**src/hdl/gb_bus_pkg.sv**
```systemverilog
`default_nettype none

package gb_bus_pkg;

    ////////////////////////////////////////////////////////////////////////////
    // Bus widths
    ////////////////////////////////////////////////////////////////////////////

    localparam int ADDR_W = 16;
    localparam int DATA_W = 8;
    localparam int CT_W   = 2;      // Four T-cycles per machine cycle
    localparam int OP_W   = 2;

    typedef logic [ADDR_W-1:0] addr_t;
    typedef logic [DATA_W-1:0] byte_t;
    typedef logic [CT_W-1:0]   ct_t;
    typedef logic [OP_W-1:0]   bus_op_t;

    // T-cycle numbering inside one machine cycle
    localparam ct_t CT_ADDR = 2'd0;     // Address setup, strobes launched
    localparam ct_t CT_WAIT = 2'd1;     // Memory access in flight
    localparam ct_t CT_DATA = 2'd2;     // Read data sampled, write data driven
    localparam ct_t CT_IDLE = 2'd3;     // Bus released

    // Machine-cycle bus operations
    localparam bus_op_t BUS_NONE  = 2'b00;
    localparam bus_op_t BUS_FETCH = 2'b01;
    localparam bus_op_t BUS_WRITE = 2'b10;
    localparam bus_op_t BUS_READ  = 2'b11;

    ////////////////////////////////////////////////////////////////////////////
    // Immediate operand
    ////////////////////////////////////////////////////////////////////////////

    // Filled one byte per read cycle, used as a 16-bit address afterwards
    typedef union packed {
        addr_t       word;
        byte_t [1:0] bytes;     // [1] high byte, [0] low byte
    } imm_word_u;

endpackage

`default_nettype wire

```
**src/hdl/gb_int_pkg.sv**
```systemverilog
`default_nettype none

package gb_int_pkg;

    // Interrupt sources, lowest index wins
    localparam int NUM_INT = 5;
    localparam int KEY_W   = 8;

    typedef logic [NUM_INT-1:0] int_vec_t;
    typedef logic [KEY_W-1:0]   key_t;     // Keypad lines, high when pressed

    ////////////////////////////////////////////////////////////////////////////
    // Restart vectors
    ////////////////////////////////////////////////////////////////////////////

    localparam gb_bus_pkg::addr_t INT_VECTOR_BASE   = 16'h0040;
    localparam int                INT_VECTOR_STRIDE = 8;

    // Dispatch whose source vanished before the vector was taken
    localparam gb_bus_pkg::addr_t INT_NONE_VECTOR   = 16'h0000;

    // Source order in the flag vector
    localparam int INT_VBLANK = 0;      // Vector 0x40
    localparam int INT_LCDC   = 1;      // Vector 0x48
    localparam int INT_TIMER  = 2;      // Vector 0x50
    localparam int INT_SERIAL = 3;      // Vector 0x58
    localparam int INT_JOYPAD = 4;      // Vector 0x60

endpackage

`default_nettype wire

```
**src/hdl/bus_unit.sv**
```systemverilog
`default_nettype none

module bus_unit (
    input  wire                      clk,
    input  wire                      rst,
    input  wire gb_bus_pkg::bus_op_t bus_op,
    input  wire gb_bus_pkg::addr_t   addr_in,
    input  wire gb_bus_pkg::byte_t   wdata,
    input  wire gb_bus_pkg::byte_t   din,
    input  wire                      imm_hi,
    output gb_bus_pkg::ct_t          ct,
    output logic                     phi,
    output logic                     rd,
    output logic                     wr,
    output gb_bus_pkg::addr_t        a,
    output gb_bus_pkg::byte_t        dout,
    output gb_bus_pkg::byte_t        opcode,
    output gb_bus_pkg::imm_word_u    imm,
    output logic                     fetch_strobe
);

    import gb_bus_pkg::*;

    ////////////////////////////////////////////////////////////////////////////
    // T-cycle counter
    ////////////////////////////////////////////////////////////////////////////

    // Free running, wraps every machine cycle
    always_ff @(posedge clk or posedge rst) begin
        if (rst) begin
            ct <= CT_ADDR;
        end else begin
            ct <= ct + 2'd1;
        end
    end

    // High for the clock whose edge captures the opcode
    assign fetch_strobe = (ct == CT_DATA) && (bus_op == BUS_FETCH);

    ////////////////////////////////////////////////////////////////////////////
    // Bus sequencing
    ////////////////////////////////////////////////////////////////////////////

    always_ff @(posedge clk or posedge rst) begin
        if (rst) begin
            a      <= '0;
            rd     <= 1'b0;
            wr     <= 1'b0;
            phi    <= 1'b1;
            dout   <= '0;
            opcode <= '0;
            imm    <= '0;
        end else begin
            case (ct)
                CT_ADDR: begin
                    a   <= addr_in;
                    rd  <= (bus_op == BUS_FETCH) || (bus_op == BUS_READ);
                    wr  <= 1'b0;
                    phi <= 1'b1;
                end
                CT_WAIT: begin
                    // Strobes held while memory responds
                end
                CT_DATA: begin
                    rd  <= 1'b0;
                    phi <= 1'b0;
                    case (bus_op)
                        BUS_WRITE: begin
                            wr   <= 1'b1;
                            dout <= wdata;
                        end
                        BUS_FETCH: begin
                            opcode <= din;      // Instruction boundary
                        end
                        BUS_READ: begin
                            imm.bytes[imm_hi] <= din;
                        end
                        BUS_NONE: begin
                            // Internal cycle, bus stays quiet
                        end
                    endcase
                end
                CT_IDLE: begin
                    rd   <= 1'b0;
                    wr   <= 1'b0;
                    dout <= '0;     // Release the data lines
                end
            endcase
        end
    end

endmodule

`default_nettype wire

```
**src/hdl/cpu_front.sv**
```systemverilog
`default_nettype none

module cpu_front (
    input  wire                       clk,
    input  wire                       rst,
    // Machine-cycle command
    input  wire gb_bus_pkg::bus_op_t   bus_op,
    input  wire gb_bus_pkg::addr_t     addr_in,
    input  wire gb_bus_pkg::byte_t     wdata,
    input  wire gb_bus_pkg::byte_t     din,
    input  wire                       imm_hi,
    // Interrupt and power state
    input  wire gb_int_pkg::int_vec_t  int_en,
    input  wire gb_int_pkg::int_vec_t  int_flags_in,
    input  wire gb_int_pkg::key_t      key_in,
    input  wire                       ime,
    input  wire                       halt,
    input  wire                       stop,
    input  wire                       int_ack,
    input  wire                       vector_take,
    // External bus
    output wire gb_bus_pkg::ct_t       ct,
    output wire                       phi,
    output wire                       rd,
    output wire                       wr,
    output wire gb_bus_pkg::addr_t     a,
    output wire gb_bus_pkg::byte_t     dout,
    output wire gb_bus_pkg::byte_t     opcode,
    output wire gb_bus_pkg::imm_word_u imm,
    // Interrupt results
    output wire gb_int_pkg::int_vec_t  int_flags_out,
    output wire gb_bus_pkg::addr_t     int_vector,
    output wire                       int_dispatch,
    output wire                       wake
);

    wire fetch_strobe;      // Opcode capture clock

    bus_unit bus_unit_i (
        .clk          (clk),
        .rst          (rst),
        .bus_op       (bus_op),
        .addr_in      (addr_in),
        .wdata        (wdata),
        .din          (din),
        .imm_hi       (imm_hi),
        .ct           (ct),
        .phi          (phi),
        .rd           (rd),
        .wr           (wr),
        .a            (a),
        .dout         (dout),
        .opcode       (opcode),
        .imm          (imm),
        .fetch_strobe (fetch_strobe)
    );

    int_unit int_unit_i (
        .clk           (clk),
        .rst           (rst),
        .ct            (ct),
        .fetch_strobe  (fetch_strobe),
        .int_en        (int_en),
        .int_flags_in  (int_flags_in),
        .key_in        (key_in),
        .ime           (ime),
        .halt          (halt),
        .stop          (stop),
        .int_ack       (int_ack),
        .vector_take   (vector_take),
        .int_flags_out (int_flags_out),
        .int_vector    (int_vector),
        .int_dispatch  (int_dispatch),
        .wake          (wake)
    );

endmodule

`default_nettype wire

```
**src/hdl/int_unit.sv**
```systemverilog
`default_nettype none

module int_unit (
    input  wire                       clk,
    input  wire                       rst,
    input  wire gb_bus_pkg::ct_t      ct,
    input  wire                       fetch_strobe,
    input  wire gb_int_pkg::int_vec_t int_en,
    input  wire gb_int_pkg::int_vec_t int_flags_in,
    input  wire gb_int_pkg::key_t     key_in,
    input  wire                       ime,
    input  wire                       halt,
    input  wire                       stop,
    input  wire                       int_ack,
    input  wire                       vector_take,
    output gb_int_pkg::int_vec_t      int_flags_out,
    output gb_bus_pkg::addr_t         int_vector,
    output logic                      int_dispatch,
    output logic                      wake
);

    import gb_bus_pkg::*;
    import gb_int_pkg::*;

    int_vec_t masked;       // Pending, enabled and allowed by IME
    int_vec_t served;       // One-hot, highest-priority masked source
    logic     pending;      // Enabled request, IME ignored
    logic     wake_cond;
    logic     wake_dly;

    ////////////////////////////////////////////////////////////////////////////
    // Priority and vector
    ////////////////////////////////////////////////////////////////////////////

    assign masked = int_flags_in & int_en & {NUM_INT{ime}};

    // Walk down so the lowest set bit is the last one written
    always_comb begin
        served     = '0;
        int_vector = INT_NONE_VECTOR;
        for (int i = NUM_INT - 1; i >= 0; i--) begin
            if (masked[i]) begin
                served     = '0;
                served[i]  = 1'b1;
                int_vector = INT_VECTOR_BASE + addr_t'(i * INT_VECTOR_STRIDE);
            end
        end
    end

    // Serviced flag drops only while the vector is being loaded
    assign int_flags_out = (int_dispatch && vector_take) ? (int_flags_in & ~served)
                                                          : int_flags_in;

    ////////////////////////////////////////////////////////////////////////////
    // Dispatch latch
    ////////////////////////////////////////////////////////////////////////////

    // Only sampled on opcode fetches, so it sits on instruction boundaries
    always_ff @(posedge clk or posedge rst) begin
        if (rst) begin
            int_dispatch <= 1'b0;
        end else if (fetch_strobe) begin
            if (!int_dispatch && (masked != '0)) begin
                int_dispatch <= 1'b1;
            end else if (int_dispatch && int_ack) begin
                int_dispatch <= 1'b0;
            end
        end
    end

    ////////////////////////////////////////////////////////////////////////////
    // Halt and stop wake
    ////////////////////////////////////////////////////////////////////////////

    assign pending = (int_flags_in & int_en) != '0;

    // IME plays no part in waking
    // A keypress also ends stop
    always_comb begin
        if (halt) begin
            wake_cond = pending;
        end else if (stop) begin
            wake_cond = pending || (key_in != '0);
        end else begin
            wake_cond = 1'b0;
        end
    end

    // One machine cycle of delay before the core resumes
    always_ff @(posedge clk or posedge rst) begin
        if (rst) begin
            wake_dly <= 1'b0;
            wake     <= 1'b0;
        end else if (ct == CT_DATA) begin
            wake_dly <= wake_cond;
            wake     <= wake_dly;
        end
    end

endmodule

`default_nettype wire

```
**config.mk**
```make
export PLATFORM = sky130hd
export DESIGN_NAME = cpu_front
export DESIGN_NICKNAME = d
export VERILOG_FILES = /design/src/hdl/gb_bus_pkg.sv /design/src/hdl/gb_int_pkg.sv /design/src/hdl/bus_unit.sv /design/src/hdl/cpu_front.sv /design/src/hdl/int_unit.sv
export SDC_FILE = /design/constraint.sdc
export NUM_CORES = 1
export LEC_CHECK = 0
export BUFFER_PORTS_ARGS = -buffer_cell sky130_fd_sc_hd__buf_4
export CORE_MARGIN = 2
export CORE_UTILIZATION = 46
export CTS_BUF_LIST = sky130_fd_sc_hd__clkbuf_2
export DETAILED_ROUTE_END_ITERATION = 8
export PLACE_DENSITY = 0.83
export SLEW_MARGIN = 0
export SYNTH_ARGS = -nofsm -noshare
export SYNTH_HDL_FRONTEND = slang
export SYNTH_SLANG_ARGS = --single-unit
export TNS_END_PERCENT = 1
```
**constraint.sdc**
```tcl
create_clock -name clk -period 1.8 [get_ports clk]
set_input_delay 0.18 -clock clk [delete_from_list [all_inputs] [get_ports clk]]
set_output_delay 0.18 -clock clk [all_outputs]
set_load 0.02 [all_outputs]
```
==> results.py <==
metrics = {
    "clock_tree": {
        "cts.sinks": 56,
        "cts_tree": "done",
        "cts_buffer_depth": 2,
        "clk_pin_slew_ns": 0.25,
        "numCtsBuffers": 5,
        "htreeDepth": 2,
        "clock-root-buffer": "clkbuf_2",
        "clock_latency_ns": 0.43,
    },
    "sta": {
        "finalSetupViolCount": 0,
        "clock_skew_ns": 0.00384,
        "min_period_over_period": 0.930,
        "rsz0062_at_grt": "false",
        "slew_violations": 0,
        "clock.fmax_mhz": 597,
        "final-hold-violation-count": 0,
        "min_period_ns": 1.67,
        "fin_setup_tns_ns": 0,
    },
    "finish": {
        "drive_gt1_frac": 0.518,
        "synthToLayoutAreaGrowth_pct": 51.5,
        "postLayoutCellArea_mm2": 0.00390,
        "diodes": 0,
        "fillers": 393,
        "finalNetCount": 416,
    },
    "die": {
        "start_util": 0.473,
        "core_mm2": 0.00544,
        "pin_count": 136,
        "chipWidth_um": 78.8,
        "rows": 27,
        "dieArea_mm2": 0.00621,
        "die_h_um": 78.8,
    },
    "worst_setup_path": {
        "r2r-end": "bus_unit_i.imm[10]",
        "crit_type": "reg2out",
        "cp_slowest_cell": "dfrtp_1",
        "worstSetupEndpoint": "int_flags_out[1]",
        "ff2ff_setup_slack_ns": 0.19,
        "crit_chain": "and3_1, a31oi_1, buf_4",
        "cp.required_ns": 1.62,
        "crit_fanout": 4,
        "cp_slowest_stage_delay_ns": 0.46,
        "cp_top_family": "flip-flops",
        "cp_num_cells": 3,
        "cp-startpoint": "int_unit_i.int_dispatch",
        "worst-path-buf-inv": 1,
        "reg2regPathDepth": 4,
        "end_kind": "output pin",
        "cp.arrival_ns": 1.49,
        "cp-start-kind": "flop",
        "rr_startpoint": "bus_unit_i.ct[0]",
    },
    "global_route": {
        "grt_pass1_vias": 2088,
        "grt_antenna_before_repair": 0,
        "overflow": 0,
        "grt_pass1_wl_um": 10000,
        "grtUsageTotal": 0.209,
        "grt_max_degree": 57,
    },
    "power_and_ir_drop": {
        "pwr_density_cell_mw_per_mm2": 717,
        "p_int_mw": 1.99,
        "ir_worst_vdd_uv": 468,
        "p_clk_frac": 0.215,
        "p_switching_uw": 803,
        "power_frac_seq": 0.515,
        "comb_power_share": 0.270,
        "p_sw_frac": 0.287,
        "p_leak_nw": 1.92,
    },
    "synth": {
        "yosysSeqAreaShare": 0.545,
        "synth_xor_xnor_area_share": 0,
        "syn_area_per_cell_um2": 13.1,
        "synth_area_mm2": 0.00257,
        "ys_ff_latch": 56,
        "synth_simple_gate_area_frac": 0.0759,
        "synth_compound_gate_area_share": 0.0744,
        "yosys_warnings": 0,
        "synth_mux_area_frac": 0.213,
        "synth_top_family_by_area": "multiplexers",
        "syn_inst": 196,
        "ys_types": 34,
        "synth_adder_area_share": 0.0195,
    },
    "routing": {
        "route.detailed.drc": 0,
        "routed-via-count": 2087,
        "wl_um": 6310,
        "drt-met1-wl_um": 2370,
        "drt_first_pass_iters": 4,
        "antenna_left": 0,
        "wl_per_cell_um": 14.8,
        "routed.top_layer": "met4",
        "route.met2.wl_um": 3290,
        "wl_met3_um": 516,
        "drt_iter0_drc": 55,
        "via_per_inst": 4.91,
    },
    "worst_hold_path": {
        "min_path_type": "in2reg",
    },
    "place": {
        "port_buffers": 123,
        "gp_congestion": 0.679,
        "place_area_mm2": 0.00353,
        "dpl.hpwl_um": 4410,
    },
    "job": {
        "max-cap-violations": 0,
    },
    "run_status": {
        "status": "complete, no violations",
    },
}
==> power by group through the flow <==
stage / Sequential, mW / Combinational, mW / Clock, mW
CTS: 1.44 / 0.741 / 0.624
global placement: 1.46 / 0.675 / 0
global route: 1.45 / 0.805 / 0.667
floorplan: 1.59 / 0.221 / 0
detailed placement: 1.46 / 0.690 / 0
finish: 1.44 / 0.755 / 0.601
==> worst register-to-register path, delay by kind of cell (launching register included) <==
kind	cells	cell delay, ns
flops	1	0.47
mux	1	0.39
simple gates	1	0.31
fa+ha+maj	1	0.25
buf+inv	1	0.11
==> timing repair <==
| action | 4_1_cts | 5_1_grt |
|---|---|---|
| setup buffers | 0 | 2 |
| resized for setup | 0 | 1 |
| endpoints found under the setup margin | 0 | 2 |
| hold buffers | 29 | 0 |
| hold endpoints to repair | 99 | 0 |
==> through the flow <==
step	hold slack, ns	instances	utilization	power, mW	worst slack (ns)
global route	0.00445	425	0.716	2.93	0.00440
finish	0.0310	425	0.716	2.79	0.126
global placement	0.265	386	0.649	2.13	0.300
CTS	0.00754	423	0.714	2.80	0.0728
floorplan	0.331	207	-	1.81	0.133
detailed placement	0.268	386	0.649	2.15	0.221
==> sequential cells by signal, indices dropped and copies added, names as in the netlist <==
register,flops
bus_unit_i.a,16
bus_unit_i.rd,1
bus_unit_i.phi,1
int_unit_i.wake,1
int_unit_i.int_dispatch,1
bus_unit_i.dout,8
bus_unit_i.ct,2
bus_unit_i.opcode,8
bus_unit_i.imm,16
int_unit_i.wake_dly,1
bus_unit_i.wr,1
==> cells in the final DEF (no fill, tap or decap), types with 2 or more instances in the layout <==
cell type and count:
buf_4 128, dfrtp_1 55, mux2_2 41, dlygate4sd3_1 29
conb_1 12, inv_1 10, nor2_1 8, nand2b_1 7
a22oi_1 7, mux2i_1 7, a22o_1 5, nand2_1 5
clkbuf_2 5, ha_1 4, a31oi_1 3, o21ai_0 2
o41ai_1 2, or4_1 2, clkinv_1 2
==> per-layer routing <==
metal  up-vias  GRT usage
li1        980          -
met1      1004      0.240
met2        88      0.370
met3        15     0.0614
met5         -          0
met4         0     0.0719
==> synth_stat cells, drive strengths merged <==
cell type	number	area, um^2
a21boi	2	15.0
nand2b	8	57.6
mux2	42	477
inv	11	41.3
dfstp	1	26.3
nand4b	1	15.0
and3	1	6.26
conb	1	3.75
mux2i	7	70.1
nand3	1	5.00
nand2	5	18.8
a22o	5	43.8
a31oi	3	18.8
a22oi	7	52.6
ha	4	50.1
o2111ai	1	8.76
nor3b	1	18.8
clkbuf	1	3.75
nand3b	1	7.51
and4	1	8.76
or4	2	15.0
a32oi	1	8.76
buf	19	138
dfrtp	55	1380
nand4	1	12.5
nor2	8	30.0
o21ai	2	10.0
a211oi	1	7.51
o221ai	1	8.76
o41ai	2	17.5
==> area by class of cell <==
class,count,area (um^2),share of cell area
clock inverter,3,37.5,0.00963
tap,72,90.1,0.0231
multi-input combinational,120,1030,0.264
timing repair buffer,158,1270,0.326
sequential,56,1400,0.360
clock buffer,5,25.0,0.00642
inverter,11,41.3,0.0106
==> cells by family after synthesis <==
| family | after synthesis |
|---|---|
| buffers and inverters | 31 |
| flip-flops | 56 |
| multiplexers | 49 |
| other | 1 |
| AND/OR/NAND/NOR | 30 |
| adder cells (fa/ha/maj) | 4 |
| AO/OA/AOI/OAI | 25 |
==> how the worst min path moves through the flow <==
stage | endpoint | cells after the start | start | slack, ns
finish | bus_unit_i.dout[1] | 3 | wdata[1] | 0.03
global route | int_unit_i.int_dispatch | 4 | int_ack | 0.004
CTS | bus_unit_i.dout[1] | 3 | wdata[1] | 0.008
detailed placement | bus_unit_i.imm[13] | 3 | rst | 0.27
global placement | bus_unit_i.a[7] | 3 | rst | 0.27
floorplan | bus_unit_i.opcode[0] | 1 | din[0] | 0.33
Power figures use the tool's default switching activity.
